### src/verilog/textOverlayPkg.sv
package textOverlayPkg;

    // display and colour widths
    localparam int displayXBits = 12;
    localparam int displayYBits = 12;
    localparam int colorBits = 12;  // RGB444

    // character cell geometry
    localparam int glyphWidth = 18;
    localparam int glyphHeight = 32;
    localparam int rowBits = 5;
    localparam int columnBits = 5;
    localparam int codeBits = 7;  // 128 glyphs

    // input pixel to output pixel
    localparam int pipelineLatency = 5;

    // top bit selects slot space
    localparam int configAddressBits = 13;

    // code above row, one word per glyph row
    typedef logic [codeBits+rowBits-1:0] glyphRowAddress;

    // bit n is column n
    typedef logic [glyphWidth-1:0] glyphRowBits;

    typedef struct packed {
        logic enable;
        logic [displayXBits-1:0] x;
        logic [displayYBits-1:0] y;
        logic [codeBits-1:0] code;
        logic [colorBits-1:0] color;
    } slotEntry;

    // one configuration word, decoded by address space
    typedef union packed {
        slotEntry slot;
        struct packed {
            logic [$bits(slotEntry)-glyphWidth-1:0] padding;
            glyphRowBits row;
        } glyph;
    } configWord;

endpackage

### src/verilog/pixelCompositor.sv
`timescale 1ns/1ns

module pixelCompositor (
    input  logic clock,
    input  logic reset,
    input  logic hit,
    input  logic [textOverlayPkg::columnBits-1:0] hitColumn,
    input  logic [textOverlayPkg::colorBits-1:0] hitColor,
    input  textOverlayPkg::glyphRowBits glyphRow,
    input  logic [textOverlayPkg::displayXBits-1:0] delayedX,
    input  logic [textOverlayPkg::displayYBits-1:0] delayedY,
    input  logic delayedHsync,
    input  logic delayedVsync,
    input  logic delayedBlank,
    input  logic [textOverlayPkg::colorBits-1:0] delayedPixel,
    output logic [textOverlayPkg::displayXBits-1:0] displayXOut,
    output logic [textOverlayPkg::displayYBits-1:0] displayYOut,
    output logic hsyncOut,
    output logic vsyncOut,
    output logic blankOut,
    output logic [textOverlayPkg::colorBits-1:0] pixel
);
    import textOverlayPkg::*;

    logic [1:0] hitDelay;
    logic [columnBits-1:0] columnDelay [2];
    logic [colorBits-1:0] colorDelay [2];

    always_ff @(posedge clock) begin
        if (reset) begin
            hitDelay <= '0;
            columnDelay <= '{default: '0};
            colorDelay <= '{default: '0};
            displayXOut <= '0;
            displayYOut <= '0;
            hsyncOut <= 1'b0;
            vsyncOut <= 1'b0;
            blankOut <= 1'b0;
            pixel <= '0;
        end else begin
            hitDelay <= {hitDelay[0], hit};  // wait out the memory read
            columnDelay[0] <= hitColumn;
            columnDelay[1] <= columnDelay[0];
            colorDelay[0] <= hitColor;
            colorDelay[1] <= colorDelay[0];
            if (hitDelay[1] && glyphRow[columnDelay[1]]) begin
                pixel <= colorDelay[1];
            end else begin
                pixel <= delayedPixel;  // clear glyph bit or no slot
            end
            displayXOut <= delayedX;
            displayYOut <= delayedY;
            hsyncOut <= delayedHsync;
            vsyncOut <= delayedVsync;
            blankOut <= delayedBlank;
        end
    end

endmodule

### config.mk
export PLATFORM = sky130hd
export DESIGN_NAME = pixelCompositor
export DESIGN_NICKNAME = d
export VERILOG_FILES = /design/src/verilog/textOverlayPkg.sv /design/src/verilog/pixelCompositor.sv
export SDC_FILE = /design/constraint.sdc
export NUM_CORES = 1
export LEC_CHECK = 0
export ABC_AREA = 1
export BUFFER_PORTS_ARGS = -buffer_cell sky130_fd_sc_hd__buf_2
export CAP_MARGIN = 20
export CORE_MARGIN = 2
export CORE_UTILIZATION = 46
export CTS_CLUSTER_SIZE = 24
export DETAILED_ROUTE_END_ITERATION = 10
export GPL_TIMING_DRIVEN = 0
export HOLD_SLACK_MARGIN = 0.02
export PLACE_DENSITY = 0.82
export SLEW_MARGIN = 25
export SYNTH_ARGS = -nofsm -noshare
export SYNTH_HDL_FRONTEND = slang
export SYNTH_SLANG_ARGS = --single-unit
### constraint.sdc
create_clock -name clock -period 1.6 [get_ports clock]
set_input_delay 0.08 -clock clock [delete_from_list [all_inputs] [get_ports clock]]
set_output_delay 0.08 -clock clock [all_outputs]
set_load 0.05 [all_outputs]
Word level (Yosys, flattened, before mapping)
Index checks and enable logic that the tools add are counted.
{ "totals": {"regBits": 75, "in_bits": 77, "output_inout_bits": 39} }
{ "op_classes": {"order_cmp": 1, "muxes": 3, "reduce_logical": 1} }
{ "ops": {"columns": ["cell", "n"], "rows": [
  ["$mux 12", 1],
  ["$lt 5x6->1 const B", 1],
  ["$bmux 1 s5", 1],
  ["$logic_and 1x1->1", 1],
  ["$mux 1", 1]
]} }

Logic depth before layout (Yosys ltp)
{ "depth": {"ltp_word": 4, "depth_mapped": 15, "mapped_depth_nobuf": 13} }

Worst setup path after synthesis
OpenSTA, ideal clock, no wires.
{ "synth_path": {"path_type": "register to register", "start": "reg columnDelay[0] in the netlist's numbering", "end": "reg pixel[10] in the netlist's numbering", "setup_time_ns": 0.115, "t_arrival_ns": 1.240, "t_required_ns": 1.485, "slack_ns": 0.245, "path_stages_with_launch": 16, "n_path_buf": 2, "path_cell_list": "dfxtp_1 -> buf_6 -> inv_8 -> nand2_2 -> nand3_1 -> nand2_1 -> nand2_1 -> nand2_1 -> inv_1 -> nand2_1 -> nand2_2 -> nand2_4 -> buf_8 -> nand3_2 -> nand2_1 -> nor2_1"} }
{ "synth_between": {"elab_chain_len": 4} }
{ "synth_lines": {"columns": ["element", "line_no", "text"], "rows": [
  ["start, declared", "pixelCompositor.sv:26", "logic [columnBits-1:0] columnDelay [2];"],
  ["$bmux 1 s5", "pixelCompositor.sv:46", "if (hitDelay[1] && glyphRow[columnDelay[1]]) begin"],
  ["$mux 1 (not written as such)", "pixelCompositor.sv:46", null],
  ["$logic_and 1x1->1", "pixelCompositor.sv:46", null],
  ["$mux 12", "pixelCompositor.sv:46", null],
  ["end signal, assigned", "pixelCompositor.sv:47", "pixel <= colorDelay[1];"],
  ["end signal, assigned", "pixelCompositor.sv:49", "pixel <= delayedPixel;"],
  ["end, declared", "pixelCompositor.sv:21", "output logic [textOverlayPkg::colorBits-1:0] pixel"]
]} }
No other way between the ends. The select of a mux whose other input is x is not followed.
A chain may end at the register's enable or synchronous reset.

Final worst setup path
{ "layout_path": {"start": "reg columnDelay[0] in the netlist's numbering", "end": "reg pixel[6] in the netlist's numbering"} }
The elaborated chain is that of the path after synthesis.

==> flow_summary.toml <==
[setup_path]
cp-startpoint = "columnDelay[0]"
path_cells = "buf_6 -> inv_8 -> nand2_4 -> nand3_2 -> nand2_1 -> nand2_1 -> nand2_1 -> inv_1 -> nand2_1 -> nand2_2 -> nand2_4 -> buf_8 -> a21oi_4 -> nor2_2"
cp_slowest_stage_delay_ps = 330
r2r_slack_ps = 30
crit_arrival_ps = 1800
critPathMaxFanout = 10
start_kind = "flop"
reg2reg_from = "columnDelay[0]"
crit_required_ps = 1830
endpoint_kind = "flop"
worstSetupPathType = "reg2reg"
cpMaxStageDelayCell = "dfxtp_2"
crit_path_frequent_cell = "nand2_1"

[run_status]
status = "complete, no violations"

[pwr]
leakage_uw = 0.00227
totalPowerFinal_uw = 4380
ir_drop_mv = 0.741
p_per_area_nw_per_um2 = 1040

[route]
via_per_inst = 4.22
via_count = 2526
firstDrtPassIters = 4
drt_iter0_markers = 68
ant_nets = 0
wl_per_cell_um = 11.6
drt_wl_total_um = 6910
drc = 0

[synth]
synthXorXnorAreaFrac_pct = 0
syn_inst = 336
synthSimpleGateAreaFrac_pct = 23.2
synth_cell_types = 16
synth_compound_area_share_pct = 2.84
synth_warnings = 0
muxShareOfSynthArea_pct = 0
ys_ff_latch = 75
synth.yosys.seq_area_share_pct = 56.7
synth_fp_nets = 413
synth_top_family_by_area = "simple AND/OR/NAND/NOR gates"
syn-cell-area_um2 = 2650
syn_area_per_cell_um2 = 7.88
synthAdderAreaFrac_pct = 0

[clocking]
cts_buffers = 9
htree_num_levels = 3
clkLatencyLatePin_ps = 330
cts_buffer_depth = 2
cts_tree = "built"
root_buffer = "clkbuf_8"
cts_num_sinks = 75
cts_setup_buffers = 0
clk_pin_slew_ps = 80

[timing]
maxSlewViolCount = 0
fmax_mhz = 636
relSlewSlack_pct = 71.7
tns_ps = 0
fin_crit_ps = 1570
rsz0062_at_grt = "true"
worstMarginPinSlew_ps = 424
hold_violations = 0
period_share_pct = 98.2
finalSetupViolCount = 0
fin_skew_ps = 7.78
setup_slack_ps = 28.4

[grt]
use_met1_pct = 22.7
grt_start_max_net_pins = 13
grt_pass1_vias = 2440
grt_overflow = 0
top_usage_layer = "met2"
grtUsageMet2_pct = 38.3
track_usage_pct = 21.4
antenna_found_initial = 0
grt_pass1_wl_um = 10500
use_met3_pct = 7.35

[floorplan]
ios = 116
die_w_um = 79.8
rows = 27
die_h_um = 79.8
die-area_um2 = 6380
start_util_pct = 47.8
core_um2 = 5540

[final_layout]
drive_above_1_share_pct = 31.7
mostFrequentLayoutCell = "buf_2"
fin_nets = 598
fillCellCount = 381
antenna_cells = 0
syn_to_final_growth_pct = 58.8
finish.instance_area_um2 = 4200
layout_common_cells = "buf_2 (116), inv_1 (94), nor2_1 (76), dfxtp_1 (73), dlygate4sd3_1 (57)"
finalNonFillerCells = 598

[placed_design]
routabilityCongestion = 0.759
place_ws_ps = 77.9
port_buffers = 114
place_area_um2 = 3310
dp.cells = 522
dp_hpwl_um = 3780

[run]
maxCapViolations = 0

[worst_hold_path]
hp-class = "in2reg"
hold_start = "reset"
sequential cells by signal, summed over array words and instances, names as in the netlist:
signal,flops
vsyncOut,1
hitDelay,2
columnDelay,10
blankOut,1
pixel,12
colorDelay,24
displayXOut,12
hsyncOut,1
displayYOut,12
logic make-up after synthesis:
kind of cell	count (synthesis)
AND/OR/NAND/NOR	141
buffers and inverters	108
flip-flops	75
AO/OA/AOI/OAI	12
worst max-delay path: cells and delay by family, from the launching register on:
family	cells	cell delay [ps]
simple gates	9	570
flops	1	330
compound gates	1	150
buf+inv	4	410
per-layer routing:
metal | share of wire, % | wire, um
met5 | 0 | 0
met3 | 7.6 | 528
met1 | 40 | 2790
met2 | 50 | 3470
met4 | 1.8 | 125
report_power, final:
group	internal, uW	switching, uW	total [uW]	leakage, uW
logic	318	459	777	0.00153
clock network	956	647	1600	0.000119
registers	1970	29.8	1990	0.000624
total	3240	1140	4380	0.00227
cell usage after synthesis (all sizes together):
cell	count	area, um^2
dfxtp	75	1500
nor2	77	289
clkbuf	7	26.3
nand2	41	169
nand4	1	6.26
nand3	22	150
buf	6	65.1
a21oi	12	75.1
inv	95	364
final cells by class:
type	instances	area (um^2)	share of cell area [%]
clock buffer	11	151	3.60
tap	72	90.1	2.14
clock inverter	5	75.1	1.79
timing repair inverter	1	6.26	0.149
multi-input combinational	153	741	17.6
timing repair buffer	173	1170	27.9
buffer	13	100	2.38
inverter	95	364	8.66
sequential	75	1500	35.8
worst paths after layout:
check	to	cells past startpoint
setup / recovery	pixel[6]	14
hold reg to reg	columnDelay[3]	2
hold / removal	colorDelay[23]	2
setup reg to reg	pixel[6]	14
through the flow:
| step | util (%) | hold WS [ps] |
|---|---|---|
| floorplan | - | 187 |
| global placement | 59.7 | 277 |
| detailed placement | 59.7 | 287 |
| CTS | 74.1 | 136 |
| global route | 75.9 | 174 |
| finish | 75.9 | 124 |
what timing repair did:
item | CTS | global route
gates resized for setup | 0 | 16
endpoints found under the hold margin | 57 | 0
setup endpoints to repair | 0 | 12
hold buffers | 57 | 0
No activity file was read; power rests on OpenSTA's default activity.
