--- src/verilog/textOverlayPkg.sv ---
package textOverlayPkg;

    // display and colour widths
    localparam int displayXBits = 12;
    localparam int displayYBits = 12;
    localparam int colorBits = 12;  // RGB444

    // character cell geometry
    localparam int glyphWidth = 18;
    localparam int glyphHeight = 32;
    localparam int rowBits = 5;
    localparam int columnBits = 5;
    localparam int codeBits = 7;  // 128 glyphs

    // input pixel to output pixel
    localparam int pipelineLatency = 5;

    // top bit selects slot space
    localparam int configAddressBits = 13;

    // code above row, one word per glyph row
    typedef logic [codeBits+rowBits-1:0] glyphRowAddress;

    // bit n is column n
    typedef logic [glyphWidth-1:0] glyphRowBits;

    typedef struct packed {
        logic enable;
        logic [displayXBits-1:0] x;
        logic [displayYBits-1:0] y;
        logic [codeBits-1:0] code;
        logic [colorBits-1:0] color;
    } slotEntry;

    // one configuration word, decoded by address space
    typedef union packed {
        slotEntry slot;
        struct packed {
            logic [$bits(slotEntry)-glyphWidth-1:0] padding;
            glyphRowBits row;
        } glyph;
    } configWord;

endpackage

--- src/verilog/videoDelayLine.sv ---
`timescale 1ns/1ns

module videoDelayLine #(
    parameter int depth = 4
) (
    input  logic clock,
    input  logic reset,
    input  logic [textOverlayPkg::displayXBits-1:0] displayX,
    input  logic [textOverlayPkg::displayYBits-1:0] displayY,
    input  logic hsync,
    input  logic vsync,
    input  logic blank,
    input  logic [textOverlayPkg::colorBits-1:0] previousPixel,
    output logic [textOverlayPkg::displayXBits-1:0] delayedX,
    output logic [textOverlayPkg::displayYBits-1:0] delayedY,
    output logic delayedHsync,
    output logic delayedVsync,
    output logic delayedBlank,
    output logic [textOverlayPkg::colorBits-1:0] delayedPixel
);
    import textOverlayPkg::*;

    localparam int streamBits = displayXBits + displayYBits + 3 + colorBits;

    logic [streamBits-1:0] stages [depth];

    always_ff @(posedge clock) begin
        if (reset) begin
            for (int i = 0; i < depth; i++) begin
                stages[i] <= '0;
            end
        end else begin
            stages[0] <= {displayX, displayY, hsync, vsync, blank, previousPixel};
            for (int i = 1; i < depth; i++) begin
                stages[i] <= stages[i-1];
            end
        end
    end

    assign {delayedX, delayedY, delayedHsync, delayedVsync, delayedBlank, delayedPixel} =
        stages[depth-1];

endmodule
--- config.mk ---
export PLATFORM = sky130hd
export DESIGN_NAME = videoDelayLine
export DESIGN_NICKNAME = d
export VERILOG_FILES = /design/src/verilog/textOverlayPkg.sv /design/src/verilog/videoDelayLine.sv
export SDC_FILE = /design/constraint.sdc
export NUM_CORES = 1
export LEC_CHECK = 0
export ABC_CLOCK_PERIOD_IN_PS = 800
export BUFFER_PORTS_ARGS = -buffer_cell sky130_fd_sc_hd__buf_2
export CAP_MARGIN = 20
export CORE_MARGIN = 1
export CORE_UTILIZATION = 37
export DETAILED_ROUTE_END_ITERATION = 8
export GPL_ROUTABILITY_DRIVEN = 0
export PLACE_DENSITY = 0.57
export SLEW_MARGIN = 20
export SYNTH_ARGS = -nofsm -noshare
export SYNTH_HDL_FRONTEND = slang
export SYNTH_SLANG_ARGS = --single-unit
export TNS_END_PERCENT = 50
--- constraint.sdc ---
create_clock -name clock -period 0.8 [get_ports clock]
set_input_delay 0.08 -clock clock [delete_from_list [all_inputs] [get_ports clock]]
set_output_delay 0.08 -clock clock [all_outputs]
set_load 0.02 [all_outputs]
[Yosys cells after proc, flatten, opt, wreduce, memory -nomap -nowiden]
Memories as Yosys holds them, arrays and structs flattened.
Cells that the tools add are included.
Storage, ports and cells
  bits in registers: 0
  bits in writable memories: 156
  input bits: 41
  logic and storage cells: 12
  memories: 1
Memory list
  stages: words 4, width 39, read ports 4, clocked after memory_dff 0, wr ports 4, line videoDelayLine.sv:25  | logic [streamBits-1:0] stages [depth];
Cells by class
  multiplexer cells: 7
  bitwise operators: 4
Operators with widths (count)
  two-way mux 39 bit: 4
  OR 1 bit: 4
  two-way mux 1 bit: 3

[Logic depth before layout (Yosys ltp)]
Gate-level depths: netlist of the first run.
  word-level depth: 3
  gate-level depth with buffers: 3

[Least setup slack after synthesis of the first run]
No wires, ideal clock.
  kind: in2reg
  start: input port reset
  end: memory stages[3][2] (netlist name)
  setup time: 114 ps
  data arrival time: 516 ps
  required time: 686 ps
  slack: 170 ps
  stages: 2
  path through: clkbuf_1 and2b_1
RTL lines
  from (decl): line videoDelayLine.sv:7  | input logic reset,
  to (decl): line videoDelayLine.sv:25

==> summary.txt, run 1 <==
Die X-Extent: 108 um
Post-route insts no fill: 608
Biggest regs: stages: 156 flops
Effective utilization at floorplan: 0.383
Slew Limit Headroom: 0.842
Synth Register Bits: 156
Crit path launch type: flip-flop
FMAX: 1070 MHz
Synthesized area: 4190 um2
Post-Syn Nets: 370
Setup ws final: -0.132 ns
Num rows: 38
Total Nets Final: 496
Hold WS: 0.0340 ns
Crit path time final: 0.932 ns
Worst hold path class: in -> reg
Peak VDD IR: 1300 uV
Final wirelength: 5.64 mm
Fin crit share: 1.17
Initial antenna violation count: 0
Die area: 11,700 um2
Clk sink count: 156
TritonCTS clock tree: built
Setup violators final: 39
Delay-heaviest family, CP: flip-flops
Dpl cells: 536
Met2 routed WL: 2.72 mm
Pre-antenna DRT Iters: 4
Status: finished, violations left
GRT Total Usage: 0.110
DRC viols: 0
Core Box Area: 10,900 um2
CTS max path bufs: 2
Largest register FFs: 156
Metal-1 WL: 2.48 mm
Leakage power: 2.55 nW
Kind of critical path: reg -> out
Met3 wire len: 257 um
Number of global-route vias before repair: 2,050
Post-synthesis sequential area ratio: 0.746
Crit-path cells: buf_6
Slowest CP cell: dfxtp_2
Buffers on Ports: 79
Failing checks: negative setup slack
Hold Vio Cnt, Final: 0
Area Growth Syn to Fin: 44.9%
Count of different cell masters after synthesis: 5
Setup tns final: -4.62 ns
Worst-Skew Late Latency: 0.41 ns
Largest net degree at the start of global routing: 60
Slowest stage delay, CP: 0.32 ns
Avg Inst Size Synth: 12.7 um2
Multi-input gate area: 978 um2
Layout fillers: 924
Die Ht: 108 um
Root buf cell: clkbuf_16
Post-layout util: 0.554
WL/cell: 9.28 um
CTS Buf Count: 17
Initial drt markers: 44
Post-CTS setup buffer count: 0
Top-Level Pins: 80
Critical path arrival: 0.85 ns
Synth Instances: 329
Synth Warn #: 0
RSZ-0062 raised after global routing: yes
Final ANT Viol Nets: 0
H-tree lvl count: 4
Buf+Inv Stages, Crit Path: 1
Top reg by flops: stages
Clock transition at the registers of the reported paths: 0.06 ns
Slew Viols, Final: 0
Via density: 3.76
Maxcap violations: 0
Via count: 2,289
CP Capture Type: output port
Worst Path Required: 0.72 ns
Storage cell area: 3170 um2
CP Max Fanout: 1
First-pass GRT wire length: 9.29 mm
PD cells: 2820 nW/um2
Clk_skew: 0.00394 ns
Diode count: 0
Slew @ Worst Pin: 0.237 ns
Layout cells sized above 1: 0.329
Top layer in use: met4
Global route overflow: 0
cells in the mapped netlist (all sizes together):
cell type    n  area share
clkbuf       1     0.00090
dfxtp      156        0.75
and2b        2      0.0036
buf         16       0.019
nor2b      154        0.23
cells in the final DEF, fill, tap and decap left out:
master | Yosys | final
buf_6 | 0 | 39
inv_6 | 0 | 2
buf_12 | 0 | 2
buf_4 | 0 | 4
and2b_1 | 2 | 2
nor2b_1 | 154 | 154
dfxtp_1 | 156 | 117
bufinv_16 | 0 | 4
buf_2 | 16 | 39
dfxtp_2 | 0 | 39
clkinv_2 | 0 | 1
clkinv_4 | 0 | 2
clkbuf_8 | 0 | 1
clkbuf_16 | 0 | 17
clkinvlp_4 | 0 | 4
clkbuf_1 | 1 | 1
dlygate4sd3_1 | 0 | 40
worst paths after layout:
kind            startpoint            end  slack, ns  depth (start not counted)
max          stages[3][35]    delayedX[8]      -0.13                          1
min                  reset   stages[1][5]       0.03                          3
max reg2reg   stages[2][2]   stages[3][2]       0.25                          1
min reg2reg  stages[1][25]  stages[2][25]       0.43                          1
what timing repair did:
item,4_1_cts,5_1_grt
setup endpoints to repair,39,39
pin swaps,0,0
hold endpoints to repair,45,0
resized for setup,117,0
hold buffers,40,0
report_power, final:
group	total, mW	internal, mW	switching [mW]
clock network	8.34	5.32	3.02
logic	0.689	0.427	0.262
registers	8.09	8.04	0.0533
total	17.1	13.8	3.33
metal layers:
layer / up-vias / global-route usage
li1: 1235 / -
met5: - / 0
met2: 54 / 0.168
met1: 985 / 0.118
met3: 15 / 0.0470
met4: 0 / 0.0907
layout make-up:
class / count / share of cell area
clock buffer: 19 / 0.0730
multi-input combinational: 156 / 0.161
timing repair buffer: 124 / 0.182
clock inverter: 13 / 0.0314
tap: 140 / 0.0289
sequential: 156 / 0.523
through the flow:
stage | setup slack (ns) | power, mW | cell area [um2]
after floorplan | 0.170 | 8.57 | 4190
after global placement | 0.0646 | 8.74 | 4740
after detailed placement | 0.0414 | 8.76 | 4740
after CTS | -0.162 | 17.4 | 6060
after global routing | -0.180 | 17.8 | 6060
final | -0.132 | 17.1 | 6060
cells by family after synthesis:
kind of cell	after synthesis	share of synthesized area
buffers and inverters	17	0.0200
DFF	156	0.746
and+or+nand+nor	156	0.234
Note: power is estimated with default switching activity, not from simulation.
==> run 2: changes to the inputs <==
Settings changed: HOLD_SLACK_MARGIN from default to 0.1.
==> run 2 against run 1 <==
Effect of this change:
- the run still ends with negative setup slack left
- hold slack better by 0.13 ns
- die area stayed put
- non-clock buffer count is 1 higher
- largest power group unchanged
- critical endpoint unchanged
- maximum frequency hardly changed
- utilization is 0.11 points higher
- sequential cell count stayed put
- global-route usage is 0.065 points higher
- combinational power is 0.7% higher
- final cell count is 0.16% higher
- via count is 0.39% higher
- count of clock-buffer cells in the layout stayed put
- largest cell class unchanged
==> summary.txt, run 2 (same netlist as run 1, synthesis figures left out) <==
Status: finished, violations left
Failing checks: negative setup slack
Commonest non-fill, non-tap cells in the layout: nor2b_1, dfxtp_1, dlygate4sd3_1
Hold Vio Cnt, Final: 0
RSZ-0062 raised after global routing: yes
Maxcap violations: 0
Slew Viols, Final: 0
CP Max Fanout: 1
Initial drt markers: 40
Via density: 3.77
Commonest non-fill, non-tap cell in the layout: nor2b_1
Effective utilization at floorplan: 0.383
FMAX: 1070 MHz
TritonCTS clock tree: built
Area Growth Syn to Fin: 45.2%
Peak VDD IR: 1300 uV
Clk_skew: 0.00394 ns
Final wirelength: 5.66 mm
Top reg by flops: stages
Slowest CP cell: dfxtp_2
Pre-antenna DRT Iters: 4
Slowest stage delay, CP: 0.32 ns
Worst hold path class: in -> reg
Buf+Inv Stages, Crit Path: 1
First-pass GRT wire length: 9.32 mm
Crit path time final: 0.932 ns
Root buf cell: clkbuf_16
Layout fillers: 924
Diode count: 0
Slew Limit Headroom: 0.797
Core Box Area: 10,900 um2
Setup ws final: -0.132 ns
Storage cell area: 3170 um2
Fin crit share: 1.17
CTS Buf Count: 17
Clk sink count: 156
Total Nets Final: 497
Worst Path Required: 0.72 ns
PD cells: 2820 nW/um2
Buffers on Ports: 79
Global route overflow: 0
Delay-heaviest family, CP: flip-flops
Largest register FFs: 156
Crit path launch type: flip-flop
Num rows: 38
Die area: 11,700 um2
Hold WS: 0.160 ns
Top-Level Pins: 80
DRC viols: 0
Multi-input gate area: 978 um2
Setup violators final: 39
Kind of critical path: reg -> out
CP Capture Type: output port
Initial antenna violation count: 0
Number of global-route vias before repair: 2,047
Layout cells sized above 1: 0.328
Dpl cells: 536
Final ANT Viol Nets: 0
Power, Total: 17.1 mW
Die X-Extent: 108 um
Largest net degree at the start of global routing: 60
Slew @ Worst Pin: 0.305 ns
GRT Total Usage: 0.111
CTS max path bufs: 2
Worst-Skew Late Latency: 0.41 ns
H-tree lvl count: 4
Biggest regs: stages: 156 flops
Critical path arrival: 0.85 ns
WL/cell: 9.30 um
Post-route insts no fill: 609
Die Ht: 108 um
Setup tns final: -4.62 ns
Leakage power: 2.56 nW
Via count: 2,298
Crit-path cells: buf_6
Clock transition at the registers of the reported paths: 0.06 ns
-- run 2: changes by cell type in the layout (fill, tap and decap cells not counted) --
cell,change
dlymetal6s4s_1,+1
-- run 2: metrics by stage --
stage	setup slack (ns)	util	area, um2
finish	-0.132	0.556	6080
global placement	0.0646	0.433	4740
CTS	-0.162	0.555	6070
floorplan	0.170	-	4190
global route	-0.180	0.556	6080
detailed placement	0.0414	0.433	4740
-- run 2: metal layers --
layer	share of wire	wire, um	global-route usage
met4	0.033	187	0.0907
met2	0.48	2730	0.168
met3	0.045	257	0.0470
met1	0.44	2490	0.120
met5	0	0	0
-- run 2: area by class of cell --
type / instances / area share
flip-flops and latches: 156 / 0.522
repair buffers: 125 / 0.184
well taps: 140 / 0.0288
multi-input cells: 156 / 0.161
clock inverters: 13 / 0.0313
clock buffers: 19 / 0.0729
-- run 2: worst min-delay path, delay by kind of cell --
family	cells	cell delay, ns
simple gates	1	0.11
buf+inv	2	0.32
-- run 2: timing repair --
action,in CTS,in global routing
setup endpoints to repair,39,43
buffers inserted,0,0
hold buffers,41,0
hold endpoints to repair,49,0
gates resized for setup,117,1
pin swaps,0,0
-- run 2: where the power goes --
part           leakage, nW  internal (mW)  total, mW  switching, mW
sequential            1.30           8.04       8.09         0.0532
combinational        0.967          0.431      0.694          0.263
clock                0.296           5.32       8.34           3.02
-- run 2: final timing paths --
kind	from	end	slack, ns	cells past startpoint
max	stages[3][35]	delayedX[8]	-0.13	1
min reg2reg	stages[1][25]	stages[2][25]	0.43	1
max reg2reg	stages[2][2]	stages[3][2]	0.25	1
min	reset	stages[1][16]	0.16	3
==> run 3: changes to the inputs <==
Settings changed: PLACE_DENSITY 0.57 to default, PLACE_DENSITY_LB_ADDON from default to 0.1.
==> run 3 against run 2 <==
Effect of this change:
- the run still ends with negative setup slack left
- final cell count is 0.49% higher
- maximum frequency is 0.30% higher
- clock power is 10% lower
- largest cell class unchanged
==> summary.txt, run 3 (same netlist as run 1, synthesis figures left out) <==
Failing checks: negative setup slack
Top reg by flops: stages
Setup tns final: -4.56 ns
Buf+Inv Stages, Crit Path: 1
WL/cell: 9.08 um
Maxcap violations: 0
Worst hold path class: in -> reg
Storage cell area: 3170 um2
Setup violators final: 39
Setup ws final: -0.129 ns
Biggest regs: stages: 156 flops
RSZ-0062 raised after global routing: yes
CP Capture Type: output port
Layout fillers: 933
CTS max path bufs: 2
Layout cells sized above 1: 0.326
Slew Viols, Final: 0
Clk_skew: 0.00676 ns
Global route overflow: 0
Effective utilization at floorplan: 0.383
Multi-input gate area: 978 um2
Via density: 3.82
Crit path launch type: flip-flop
Largest register FFs: 156
Critical path arrival: 0.85 ns
CTS Buf Count: 17
Slew Limit Headroom: 0.819
Slowest CP cell: dfxtp_2
Die area: 11,700 um2
Die Ht: 108 um
Clock transition at the registers of the reported paths: 0.06 ns
Crit path time final: 0.929 ns
DP Wirelength: 3.11 mm
Worst Path Required: 0.72 ns
H-tree lvl count: 4
PD cells: 2690 nW/um2
Worst-Skew Late Latency: 0.40 ns
CP Max Fanout: 1
Post-CTS setup buffer count: 0
Status: finished, violations left
Total Nets Final: 500
First-pass GRT wire length: 8.83 mm
Crit-path cells: buf_6
Fin crit share: 1.16
Clk sink count: 156
Diode count: 0
GRT Total Usage: 0.103
Hold Vio Cnt, Final: 0
Die X-Extent: 108 um
Top-Level Pins: 80
FMAX: 1080 MHz
Largest net degree at the start of global routing: 44
Initial drt markers: 26
Delay-heaviest family, CP: flip-flops
Power, Total: 16.3 mW
Peak VDD IR: 1140 uV
Core Box Area: 10,900 um2
Pre-antenna DRT Iters: 4
Via count: 2,335
Area Growth Syn to Fin: 44.8%
DRC viols: 0
Leakage power: 2.57 nW
Root buf cell: clkbuf_16
Kind of critical path: reg -> out
Final wirelength: 5.56 mm
Slew @ Worst Pin: 0.271 ns
Num rows: 38
Slowest stage delay, CP: 0.32 ns
Number of global-route vias before repair: 2,080
Initial antenna violation count: 0
Commonest non-fill, non-tap cells in the layout: nor2b_1, dfxtp_1, dlygate4sd3_1
Buffers on Ports: 79
Commonest non-fill, non-tap cell in the layout: nor2b_1
TritonCTS clock tree: built
Final ANT Viol Nets: 0
==> run 3: changes by cell type in the layout (fill, tap and decap cells not counted), moves of 2 or more <==
cell            delta
clkbuf_8           +3
clkinv_4           -2
dlymetal6s4s_1     +2
bufinv_16          -3
==> run 3: repair_timing <==
item / CTS / global route
hold buffers: 43 / 0
endpoints found under the hold margin: 47 / 0
resized for setup: 116 / 4
endpoints found under the setup margin: 39 / 92
==> run 3: layer usage <==
layer	global-route usage	up-vias	wire, um
li1	-	1246	-
met4	0.0811	0	150
met3	0.0434	12	225
met1	0.100	1024	2270
met2	0.173	53	2910
met5	0	-	0
==> run 3: cell type report <==
cell class / instances / area share
timing repair buffer: 128 / 0.192
tap: 140 / 0.0289
sequential: 156 / 0.523
clock inverter: 9 / 0.0142
clock buffer: 23 / 0.0805
multi-input combinational: 156 / 0.161
==> run 3: worst paths after layout <==
kind,startpoint,end,slack (ns),cells past startpoint
setup reg to reg,stages[2][38],stages[3][38],0.26,1
hold / removal,reset,stages[3][21],0.12,3
hold reg to reg,stages[1][18],stages[2][18],0.43,1
setup / recovery,stages[3][38],delayedX[11],-0.13,1
==> run 3: metrics by stage <==
step	cell area (um2)	setup WS, ns	util	hold WS (ns)	cells
after detailed placement	4760	0.0293	0.435	0.292	537
after CTS	6050	-0.158	0.554	0.100	612
final	6060	-0.129	0.554	0.121	612
after floorplan	4190	0.170	-	0.208	329
after global placement	4760	0.0520	0.435	0.288	537
after global routing	6060	-0.160	0.554	0.128	612
==> run 3: report_power, final <==
| group | internal (mW) | switching, mW | total (mW) | leakage [nW] |
|---|---|---|---|---|
| sequential | 8.04 | 0.0507 | 8.09 | 1.30 |
| combinational | 0.448 | 0.262 | 0.711 | 1.00 |
| clock | 4.61 | 2.90 | 7.50 | 0.268 |
