--- config.mk ---
export PLATFORM = sky130hd
export DESIGN_NAME = characterTable
export DESIGN_NICKNAME = d
export VERILOG_FILES = /design/src/verilog/textOverlayPkg.sv /design/src/verilog/characterTable.sv
export SDC_FILE = /design/constraint.sdc
export NUM_CORES = 1
export LEC_CHECK = 0
export ABC_CLOCK_PERIOD_IN_PS = 1900
export BUFFER_PORTS_ARGS = -buffer_cell sky130_fd_sc_hd__clkbuf_2
export CAP_MARGIN = 15
export CORE_MARGIN = 2
export CORE_UTILIZATION = 47
export DETAILED_ROUTE_END_ITERATION = 10
export GPL_TIMING_DRIVEN = 0
export PLACE_DENSITY_LB_ADDON = 0.2
export SYNTH_ARGS = -nofsm -noshare
export SYNTH_HDL_FRONTEND = slang
export SYNTH_SLANG_ARGS = --single-unit
--- constraint.sdc ---
create_clock -name clock -period 1.9 [get_ports clock]
set_input_delay 0.19 -clock clock [delete_from_list [all_inputs] [get_ports clock]]
set_output_delay 0.19 -clock clock [all_outputs]
set_load 0.02 [all_outputs]
--- src/verilog/textOverlayPkg.sv ---
package textOverlayPkg;

    // display and colour widths
    localparam int displayXBits = 12;
    localparam int displayYBits = 12;
    localparam int colorBits = 12;  // RGB444

    // character cell geometry
    localparam int glyphWidth = 18;
    localparam int glyphHeight = 32;
    localparam int rowBits = 5;
    localparam int columnBits = 5;
    localparam int codeBits = 7;  // 128 glyphs

    // input pixel to output pixel
    localparam int pipelineLatency = 5;

    // top bit selects slot space
    localparam int configAddressBits = 13;

    // code above row, one word per glyph row
    typedef logic [codeBits+rowBits-1:0] glyphRowAddress;

    // bit n is column n
    typedef logic [glyphWidth-1:0] glyphRowBits;

    typedef struct packed {
        logic enable;
        logic [displayXBits-1:0] x;
        logic [displayYBits-1:0] y;
        logic [codeBits-1:0] code;
        logic [colorBits-1:0] color;
    } slotEntry;

    // one configuration word, decoded by address space
    typedef union packed {
        slotEntry slot;
        struct packed {
            logic [$bits(slotEntry)-glyphWidth-1:0] padding;
            glyphRowBits row;
        } glyph;
    } configWord;

endpackage

--- src/verilog/characterTable.sv ---
`timescale 1ns/1ns

module characterTable #(
    parameter int characterCount = 8
) (
    input  logic clock,
    input  logic reset,
    input  logic configWrite,
    input  logic [textOverlayPkg::configAddressBits-1:0] configAddress,
    input  textOverlayPkg::configWord configData,
    output textOverlayPkg::slotEntry [characterCount-1:0] slots,
    output logic glyphWrite,
    output textOverlayPkg::glyphRowAddress glyphWriteAddress,
    output textOverlayPkg::glyphRowBits glyphWriteRow
);
    import textOverlayPkg::*;

    localparam int indexBits = configAddressBits - 1;

    logic slotSpace;
    logic [indexBits-1:0] slotIndex;

    assign slotSpace = configAddress[configAddressBits-1];
    assign slotIndex = configAddress[indexBits-1:0];

    // one register per slot, out of range indices match nothing
    for (genvar i = 0; i < characterCount; i++) begin : slotRegisters
        always_ff @(posedge clock) begin
            if (reset) begin
                slots[i] <= '0;
            end else if (configWrite && slotSpace && slotIndex == indexBits'(i)) begin
                slots[i] <= configData.slot;
            end
        end
    end

    // glyph rows go out one cycle later
    always_ff @(posedge clock) begin
        if (reset) begin
            glyphWrite <= 1'b0;
        end else begin
            glyphWrite <= configWrite && !slotSpace;
        end
    end

    always_ff @(posedge clock) begin
        if (configWrite && !slotSpace) begin
            glyphWriteAddress <= configAddress[$bits(glyphRowAddress)-1:0];
            glyphWriteRow <= configData.glyph.row;  // upper bits of the word ignored
        end
    end

endmodule

After elaboration in Yosys (flattened, before gate mapping)
Index checks and enable logic that the tools add are counted.

word-level totals
  memory bits (writable) = 0
  bits in latches = 0
  logic and storage cells = 62
  output and inout bits = 383
  memories kept = 0
  flip-flop bits (word level) = 383
  bits in read-only memories = 0

cells by class
  multiply operators = 0
  mux-type cells = 0
  $add $sub $neg = 0
  bitwise gates (word level) = 0
  order comparisons = 0
  divide/modulo/power cells = 0
  eq/ne operators = 7
  shifts and indexed selects = 0
  reduce and logical (&&, ||, !) cells = 12

operators with widths
  operator               count
  $eq A12 B3 Y1 const B  4
  $eq A12 B2 Y1 const B  2
  $eq A12 B1 Y1 const B  1
  $logic_not A12 Y1      1
  $logic_and A1 B1 Y1    10
  $logic_not A1 Y1       1

Depth between registers and ports, before layout
Gate-level depths: netlist of run 1.

  word-level depth = 2
  gate-level depth with buffers = 7
  mapped depth without buffers = 3

Worst setup path after synthesis of run 1
Ideal clock, no wire load.

  kind = input-to-reg
  start point = input port configAddress[12] (netlist bit)
  end point = register glyphWriteAddress[0] (enable)
  stages = 1
  data arrival time = 1.574 ns
  library setup time = 0.422 ns
  data required time = 1.478 ns
  buffers on the path = 0
  setup slack = -0.096 ns
  path through = nor2b_1

on the way
  cells in the longest elaborated chain, start to end = 2

RTL lines
  element                 line                  RTL
  start: declaration      characterTable.sv:9   input logic [textOverlayPkg::configAddressBits-1:0] configAddress,
  $logic_not A1 Y1        characterTable.sv:47  if (configWrite && !slotSpace) begin
  $logic_and A1 B1 Y1     characterTable.sv:47
  end signal: assignment  characterTable.sv:48  glyphWriteAddress <= configAddress[$bits(glyphRowAddress)-1:0];
  end: declaration        characterTable.sv:13  output textOverlayPkg::glyphRowAddress glyphWriteAddress,

Every way passes these cells.
A chain may end at the register's enable or synchronous reset.

Final worst setup path of run 1
  start point = input port configAddress[9] (netlist bit)
  end point = register slots[277] (netlist bit)

on the way
  cells in the longest elaborated chain, start to end = 2

RTL lines
  element                         line                  RTL
  $eq A12 B3 Y1                   characterTable.sv:31  end else if (configWrite && slotSpace && slotIndex == indexBits'(i)) begin
  $logic_and A1 B1 Y1             characterTable.sv:31
  end signal: indexed assignment  characterTable.sv:32  slots[i] <= configData.slot;
  end: declaration                characterTable.sv:11  output textOverlayPkg::slotEntry [characterCount-1:0] slots,

Every way passes these cells.

==> flow_metrics.env, run 1 <==
export IMPL_startpoint_type="input port"
export IMPL_first_pass_iters=4
export IMPL_grt_pass1_wl_mm=66.1
export IMPL_cts_setup_buffers=0
export IMPL_placed_cell_area_um2=17900
export IMPL_reg2reg_depth=2
export IMPL_finish_utilization_pct=61.9
export IMPL_slew_violations=0
export IMPL_drc=0
export IMPL_cts_root_buf="clkbuf_16"
export IMPL_fin_area_um2=19600
export IMPL_synth_seq_area_share_pct=52.5
export IMPL_cts_made_buffers=41
export IMPL_io_pin_count=443
export IMPL_io_buffers=441
export IMPL_maxSlewHeadroom_pct=59.2
export IMPL_critPathArrivalTime_ns=2.18
export IMPL_outcome="finished clean"
export IMPL_area_growth_synth_to_final_pct=29.3
export IMPL_critPathRequiredTime_ns=2.28
export IMPL_power_density_nw_per_um2=867
export IMPL_grt_usage_pct=25.7
export IMPL_clock_sinks=383
export IMPL_fin_nets=1853
export IMPL_initial_core_util_pct=47.9
export IMPL_hold_depth=2
export IMPL_synth_area_per_cell_um2=11.9
export IMPL_fin_ws_ns=0.0988
export IMPL_floorplan_rows=65
export IMPL_synthDistinctLibCells=17
export IMPL_path_max_fanout=10
export IMPL_dp_hpwl_mm=31.9
export IMPL_cts_tree="built"
export IMPL_setup_violations=0
export IMPL_pre_cts_slack_ns=-0.645
export IMPL_num_fill_cells=2646
export IMPL_syn_instance_count=1278
export IMPL_power_leakage_nw=10.6
export IMPL_clock_path_buffers=3
export IMPL_max_vdd_ir_drop_mv=0.548
export IMPL_htreeDepth=2
export IMPL_dr_first_iter_drc_count=426
export IMPL_max_freq_mhz=555
export IMPL_wl_per_cell_um=19.9
export IMPL_crit_type="in2reg"
export IMPL_holdCritPathClass="in2reg"
export IMPL_grt_max_degree=22
export IMPL_synth_area_um2=15200
export IMPL_layout_min_cycle_time_ns=1.80
export IMPL_drive_gt1_share_pct=31.4
export IMPL_rsz0062_at_grt="true"
export IMPL_overflow=0
export IMPL_period_share_pct=94.8
export IMPL_tightest_slew_ns=0.612
export IMPL_syn_num_nets=1338
export IMPL_dp_cells=2122
export IMPL_diodes=0
export IMPL_ant_nets=0
export IMPL_totalWireLength_mm=44.4
export IMPL_fin_skew_ns=0
export IMPL_clk_latency_ns=0.53
export IMPL_num_vias=10962
export IMPL_clk_pin_slew_worst_paths_ns=0.06
export IMPL_design_die_area_um2=33800
export IMPL_power_mw=17.0
export IMPL_antenna_found_initial=1
export IMPL_die_h_um=184
export IMPL_hold_violations=0
export IMPL_endpoint_kind="flip-flop"
export IMPL_grt_pass1_vias=11115
export IMPL_coreArea_um2=31700
export IMPL_ys_ff_latch=383
export IMPL_avgViaCountPerCell=4.93
export IMPL_dieWidth_um=184
export IMPL_final_cells=2225
export IMPL_gp_congestion=0.805
export IMPL_yosysWarnings=0
export IMPL_drv_cap=0
==> cell usage in the layout (no fill, tap or decap) <==
master / count
clkbuf_1: 33
nor2_1: 1
bufinv_16: 2
clkbuf_2: 454
clkinv_2: 6
nor2b_1: 3
clkinvlp_4: 2
buf_1: 44
mux2i_1: 352
nand4_1: 8
inv_6: 1
clkbuf_4: 2
and2_1: 1
clkbuf_16: 43
nor4bb_2: 1
edfxtp_1: 30
buf_12: 32
nor2b_4: 1
dlygate4sd3_1: 30
nor4_4: 1
dfxtp_1: 353
buf_16: 1
nand2b_1: 396
buf_2: 4
nor4b_2: 1
clkbuf_8: 12
buf_6: 8
nor4_2: 1
==> cells by family after synthesis <==
| kind of cell | Yosys count | share of synthesized area (%) |
|---|---|---|
| DFF | 383 | 52.5 |
| muxes | 352 | 23.2 |
| and+or+nand+nor | 414 | 17.3 |
| buffers and inverters | 129 | 7.06 |
==> worst max-delay path, cell delays in order <==
cell           delay (ns)
dlygate4sd3_1        0.55
clkbuf_2             0.13
nor4bb_2             0.40
buf_2                0.26
nand4_1              0.13
buf_6                0.22
buf_12               0.17
mux2i_1              0.13
==> stage by stage <==
stage | TNS [ns] | hold slack, ns
5_1_grt | -0.00586 | 0.0794
6_report | 0 | 0.0917
4_1_cts | -0.00114 | 0.0753
2_1_floorplan | 0 | 0.289
3_5_place_dp | -131.30 | 0.387
3_3_place_gp | -136.86 | 0.383
==> cell usage after synthesis <==
master    instances  area (µm²)
and2_1            1        6.26
buf_6             8        90.1
buf_2             6        30.0
edfxtp_1         30         901
nor4bb_1          1        10.0
dfxtp_1         353        7070
nand4_1           8        50.1
nor4_2            1        12.5
nand2b_1        396        2480
buf_1            44         165
clkbuf_1         39         146
nor4_4            1        21.3
nor2b_1           4        25.0
nor4b_2           1        15.0
mux2i_1         352        3520
buf_12           32         641
nor2_1            1        3.75
==> registers in the layout, summed over array words and instances (netlist names) <==
signal,count
glyphWrite,1
glyphWriteRow,18
glyphWriteAddress,12
slots,352
==> final cells by class <==
cell class / instances / area, µm² / area share [%]
buffer: 129 / 1090 / 5.57
clock buffer: 62 / 1270 / 6.45
timing repair buffer: 472 / 2530 / 12.9
multi-input combinational: 766 / 6160 / 31.4
sequential: 383 / 7970 / 40.6
clock inverter: 11 / 114 / 0.580
tap: 402 / 503 / 2.56
==> final timing paths <==
check                         start                    to  slack (ns)
hold / removal    configAddress[12]  glyphWriteAddress[8]        0.09
hold reg to reg           slots[33]             slots[33]        0.47
setup reg to reg         slots[196]            slots[196]        1.23
setup / recovery   configAddress[9]            slots[277]         0.1
==> per-layer routing <==
metal / part of all wire [%] / track usage (%)
met1: 42 / 31.2
met2: 48 / 44.2
met3: 7.7 / 7.57
met4: 2.7 / 7.20
met5: 0 / 0
==> where the power goes <==
group	leakage (nW)	internal (mW)	switching (mW)	total, mW
Combinational	6.79	0.313	0.445	0.758
Sequential	3.12	8.18	0.0134	8.19
Clock	0.681	4.87	3.20	8.07
Total	10.6	13.4	3.66	17.0
==> repair_timing <==
| action | 4_1_cts | 5_1_grt |
|---|---|---|
| gates resized for setup | 3 | 23 |
| hold buffers | 30 | 0 |
| endpoints found under the hold margin | 30 | 0 |
| endpoints found under the setup margin | 30 | 163 |
Note: power is estimated with default switching activity, not from simulation.
==> run 2: changes to the inputs <==
Settings changed: ABC_CLOCK_PERIOD_IN_PS 1900 to default, CORE_ASPECT_RATIO from default to 1.75, SLEW_MARGIN from default to 20.
==> run 2 against run 1 <==
Net effect: cell count decreased by 0.45%; clock skew unchanged; register-to-register slack about the same; clock-buffer cell count decreased by 8; total power decreased by 4.1%; first-iteration DRC count decreased by 23%.
==> flow_metrics.env, run 2 (synthesized netlist as in run 1, its figures left out) <==
export IMPL_reg2reg_slack_ns=1.24
export IMPL_holdCritPathClass="in2reg"
export IMPL_cts_root_buf="clkbuf_16"
export IMPL_num_vias=10894
export IMPL_power_leakage_nw=10.5
export IMPL_overflow=0
export IMPL_layout_common_cells="clkbuf_2, nand2b_1, dfxtp_1, mux2i_1, clkbuf_1"
export IMPL_io_buffers=441
export IMPL_grt_pass1_wl_mm=68.1
export IMPL_dp_hpwl_mm=33.2
export IMPL_fin_skew_ns=0
export IMPL_clock_sinks=383
export IMPL_finish_utilization_pct=60.7
export IMPL_fin_area_um2=19400
export IMPL_max_freq_mhz=552
export IMPL_layout_commonest_cell="clkbuf_2"
export IMPL_power_mw=16.3
export IMPL_grt_pass1_vias=11145
export IMPL_grt_usage_pct=26.1
export IMPL_avgViaCountPerCell=4.92
export IMPL_rsz0062_at_grt="false"
export IMPL_clk_pin_slew_worst_paths_ns=0.07
export IMPL_cts_made_buffers=36
export IMPL_totalWireLength_mm=45.4
export IMPL_setup_violations=0
export IMPL_placed_cell_area_um2=17900
export IMPL_coreArea_um2=32000
export IMPL_power_density_nw_per_um2=840
export IMPL_design_die_area_um2=33800
export IMPL_num_fill_cells=2786
export IMPL_multi_input_area_um2=6150
export IMPL_outcome="finished clean"
export IMPL_clk_latency_ns=0.53
export IMPL_antenna_found_initial=1
export IMPL_crit_type="in2reg"
export IMPL_clock_path_buffers=3
export IMPL_startpoint_type="input port"
export IMPL_initial_core_util_pct=47.4
export IMPL_ant_nets=0
export IMPL_htreeDepth=2
export IMPL_critPathArrivalTime_ns=2.21
export IMPL_final_cells=2215
export IMPL_drive_gt1_share_pct=30.2
export IMPL_period_share_pct=95.3
export IMPL_critPathRequiredTime_ns=2.30
export IMPL_cts_tree="built"
export IMPL_gp_congestion=0.836
export IMPL_layout_min_cycle_time_ns=1.81
export IMPL_drv_cap=0
export IMPL_seq_area_um2=7970
export IMPL_fin_nets=1848
export IMPL_path_max_fanout=10
export IMPL_slew_violations=0
export IMPL_drc=0
export IMPL_max_vdd_ir_drop_mv=0.790
export IMPL_endpoint_kind="flip-flop"
export IMPL_area_growth_synth_to_final_pct=27.9
export IMPL_largest_reg_flops=352
export IMPL_dr_first_iter_drc_count=329
export IMPL_floorplan_rows=87
export IMPL_largestRegisters="slots: 352 flops, glyphWriteRow: 18 flops, glyphWriteAddress: 12 flops"
export IMPL_first_pass_iters=4
export IMPL_wl_per_cell_um=20.5
export IMPL_maxSlewHeadroom_pct=47.1
export IMPL_grt_max_degree=21
export IMPL_die_h_um=242
export IMPL_hold_violations=0
export IMPL_dp_cells=2120
export IMPL_regMostFlops="slots"
export IMPL_io_pin_count=443
export IMPL_dieWidth_um=140
export IMPL_tightest_slew_ns=0.793
-- run 2: critical path, stage by stage --
cell and delay (ns):
buf_2 0.30, buf_2 0.30, clkbuf_1 0.63, clkbuf_1 0.50, nand2b_1 0.19, mux2i_1 0.08
-- run 2: timing repair --
action,4_1_cts,5_1_grt
endpoints found under the setup margin,0,1
hold endpoints to repair,30,0
hold buffers,30,0
buffers inserted,0,0
gates resized for setup,0,2
-- run 2: metrics by stage --
step           hold slack (ns)  worst slack [ns]  setup TNS [ns]
2_1_floorplan            0.289             0.471               0
3_3_place_gp             0.384            -0.497         -120.17
3_5_place_dp             0.387            -0.481         -105.47
4_1_cts                 0.0930            0.0781               0
5_1_grt                 0.0989           0.00667               0
6_report                 0.102            0.0897               0
-- run 2: power breakdown --
| part | switching [mW] | internal (mW) |
|---|---|---|
| Combinational | 0.445 | 0.309 |
| Sequential | 0.0136 | 8.18 |
| Clock | 3.15 | 4.23 |
| Total | 3.61 | 12.7 |
-- run 2: worst paths after layout --
| path | start | cells past startpoint | to |
|---|---|---|---|
| max | reset | 6 | slots[51] |
| min | configAddress[12] | 2 | glyphWriteAddress[8] |
| max reg2reg | slots[324] | 2 | slots[324] |
| min reg2reg | slots[30] | 2 | slots[30] |
-- run 2: final cells by class --
class	count	share of cell area, %
clock buffer	54	5.56
clock inverter	10	0.593
buffer	129	5.53
timing repair buffer	472	13.0
antenna	1	0.0129
tap	400	2.58
multi-input combinational	766	31.7
sequential	383	41.0
-- run 2: routing by layer --
metal	vias up	wire [µm]	part of all wire [%]	GRT usage, %
met5	-	0	0	0
met3	93	2190	4.8	4.65
met2	333	24000	53	48.2
li1	5225	-	-	-
met1	5243	17400	38	29.2
met4	0	1870	4.1	10.8
==> run 3: changes to the inputs <==
Settings changed: REMOVE_ABC_BUFFERS from default to 1, SLEW_MARGIN 20 to 25.
==> run 3 against run 2 <==
Net effect: die area did not move; largest power group unchanged; clock-buffer cell count did not move; sequential cell count did not move; critical endpoint is now slots[14]; fmax rose by 1.4%; setup slack improved by 0.024 ns; clock power fell by 0.8%; highest routed layer unchanged; hold slack got worse by 0.0032 ns; sequential power barely moved; largest cell class unchanged.
==> flow_metrics.env, run 3 (synthesized netlist as in run 1, its figures left out) <==
export IMPL_multi_input_area_um2=6170
export IMPL_largestRegisters="slots: 352 flops, glyphWriteRow: 18 flops, glyphWriteAddress: 12 flops"
export IMPL_maxSlewHeadroom_pct=61.7
export IMPL_outcome="finished clean"
export IMPL_path_max_fanout=7
export IMPL_crit_path_top_delay_cell="dlygate4sd3_1"
export IMPL_avgViaCountPerCell=4.93
export IMPL_regMostFlops="slots"
export IMPL_cts_made_buffers=35
export IMPL_power_density_nw_per_um2=846
export IMPL_layout_min_cycle_time_ns=1.79
export IMPL_overflow=0
export IMPL_cp_num_buf_inv=6
export IMPL_setup_violations=0
export IMPL_first_pass_iters=4
export IMPL_clk_latency_ns=0.51
export IMPL_floorplan_rows=87
export IMPL_layout_common_cells="clkbuf_2, nand2b_1, dfxtp_1, mux2i_1, buf_6"
export IMPL_drv_cap=0
export IMPL_max_vdd_ir_drop_mv=1.09
export IMPL_num_fill_cells=2682
export IMPL_antenna_found_initial=0
export IMPL_io_buffers=442
export IMPL_pre_cts_slack_ns=-1.17
export IMPL_clock_sinks=383
export IMPL_hold_violations=0
export IMPL_startpoint_type="input port"
export IMPL_totalWireLength_mm=40.9
export IMPL_layout_commonest_cell="clkbuf_2"
export IMPL_endpoint_kind="flip-flop"
export IMPL_critPathRequiredTime_ns=2.29
export IMPL_tightest_slew_ns=0.574
export IMPL_grt_usage_pct=23.5
export IMPL_cts_root_buf="clkbuf_16"
export IMPL_diodes=0
export IMPL_htreeDepth=2
export IMPL_largest_reg_flops=352
export IMPL_fin_skew_ns=0
export IMPL_initial_core_util_pct=47.4
export IMPL_crit_type="in2reg"
export IMPL_num_vias=10570
export IMPL_holdCritPathClass="in2reg"
export IMPL_wl_per_cell_um=19.1
export IMPL_gp_congestion=0.774
export IMPL_slew_violations=0
export IMPL_drc=0
export IMPL_drive_gt1_share_pct=32.0
export IMPL_seq_area_um2=7970
export IMPL_dr_first_iter_drc_count=346
export IMPL_dp_hpwl_mm=29.5
export IMPL_io_pin_count=443
export IMPL_area_growth_synth_to_final_pct=25.7
export IMPL_cts_tree="built"
export IMPL_grt_pass1_wl_mm=62.7
export IMPL_max_stage_delay_ns=0.54
export IMPL_period_share_pct=94.0
export IMPL_max_freq_mhz=560
export IMPL_finish_utilization_pct=59.6
export IMPL_rsz0062_at_grt="false"
export IMPL_cp_common_cell="buf_6"
export IMPL_coreArea_um2=32000
export IMPL_grt_pass1_vias=10775
export IMPL_clock_path_buffers=3
export IMPL_fin_nets=1779
export IMPL_dieWidth_um=140
export IMPL_power_leakage_nw=10.3
export IMPL_power_mw=16.1
export IMPL_cp_cell_sequence="dlygate4sd3_1, clkbuf_2, nor2_1, nand4_1, buf_6, buf_6, buf_6, buf_6, mux2i_1"
export IMPL_crit_family="buffers and inverters"
export IMPL_ant_nets=0
export IMPL_fin_ws_ns=0.114
export IMPL_critPathArrivalTime_ns=2.18
export IMPL_clk_pin_slew_worst_paths_ns=0.07
export IMPL_tns_ns=0
export IMPL_die_h_um=242
export IMPL_design_die_area_um2=33800
export IMPL_grt_max_degree=164
## run 3: changes by cell type in the layout (fill, tap and decap cells not counted), sizes merged
cell / before / now
buf: 91 / 61
diode: 1 / 0
inv: 3 / 1
bufinv: 2 / 3
clkbuf: 534 / 496
clkinv: 5 / 2
## run 3: area by class of cell
type,count,share of cell area [%]
well taps,400,2.62
multi-input cells,766,32.3
repair buffers,533,17.1
flip-flops and latches,383,41.8
clock buffers,54,5.67
clock inverters,6,0.564
## run 3: worst register-to-register path: stages, from the launching register on
cell and delay, ns:
dfxtp_1 0.36, nand2b_1 0.07, mux2i_1 0.17
## run 3: power by group
part	internal (mW)	switching (mW)
clock network	4.33	2.99
logic	0.287	0.352
registers	8.18	0.0118
## run 3: routing by layer
metal	up-vias	share of wire (%)	GRT usage, %
met4	0	5.2	11.6
met2	361	51	41.7
li1	5066	-	-
met3	104	6.0	4.95
met5	-	0	0
met1	5039	38	26.4
## run 3: timing repair
action / 4_1_cts / 5_1_grt
endpoints found under the hold margin: 30 / 0
resized for setup: 1 / 1
buffers inserted: 6 / 0
setup endpoints to repair: 195 / 47
pin swaps: 3 / 0
hold buffers: 30 / 0
## run 3: final timing paths
kind / start / end / slack, ns / cells past startpoint
min reg2reg: slots[66] / slots[66] / 0.47 / 2
max: configAddress[1] / slots[14] / 0.11 / 9
max reg2reg: slots[318] / slots[318] / 1.22 / 2
min: configData[24] / slots[112] / 0.1 / 3
## run 3: per-stage QoR
stage	hold WS, ns	area, µm²	cells
floorplan	0.262	14100	1149
CTS	0.0611	19100	2142
detailed placement	0.386	17500	2046
finish	0.0989	19100	2142
global route	0.122	19100	2142
global placement	0.383	16800	1991
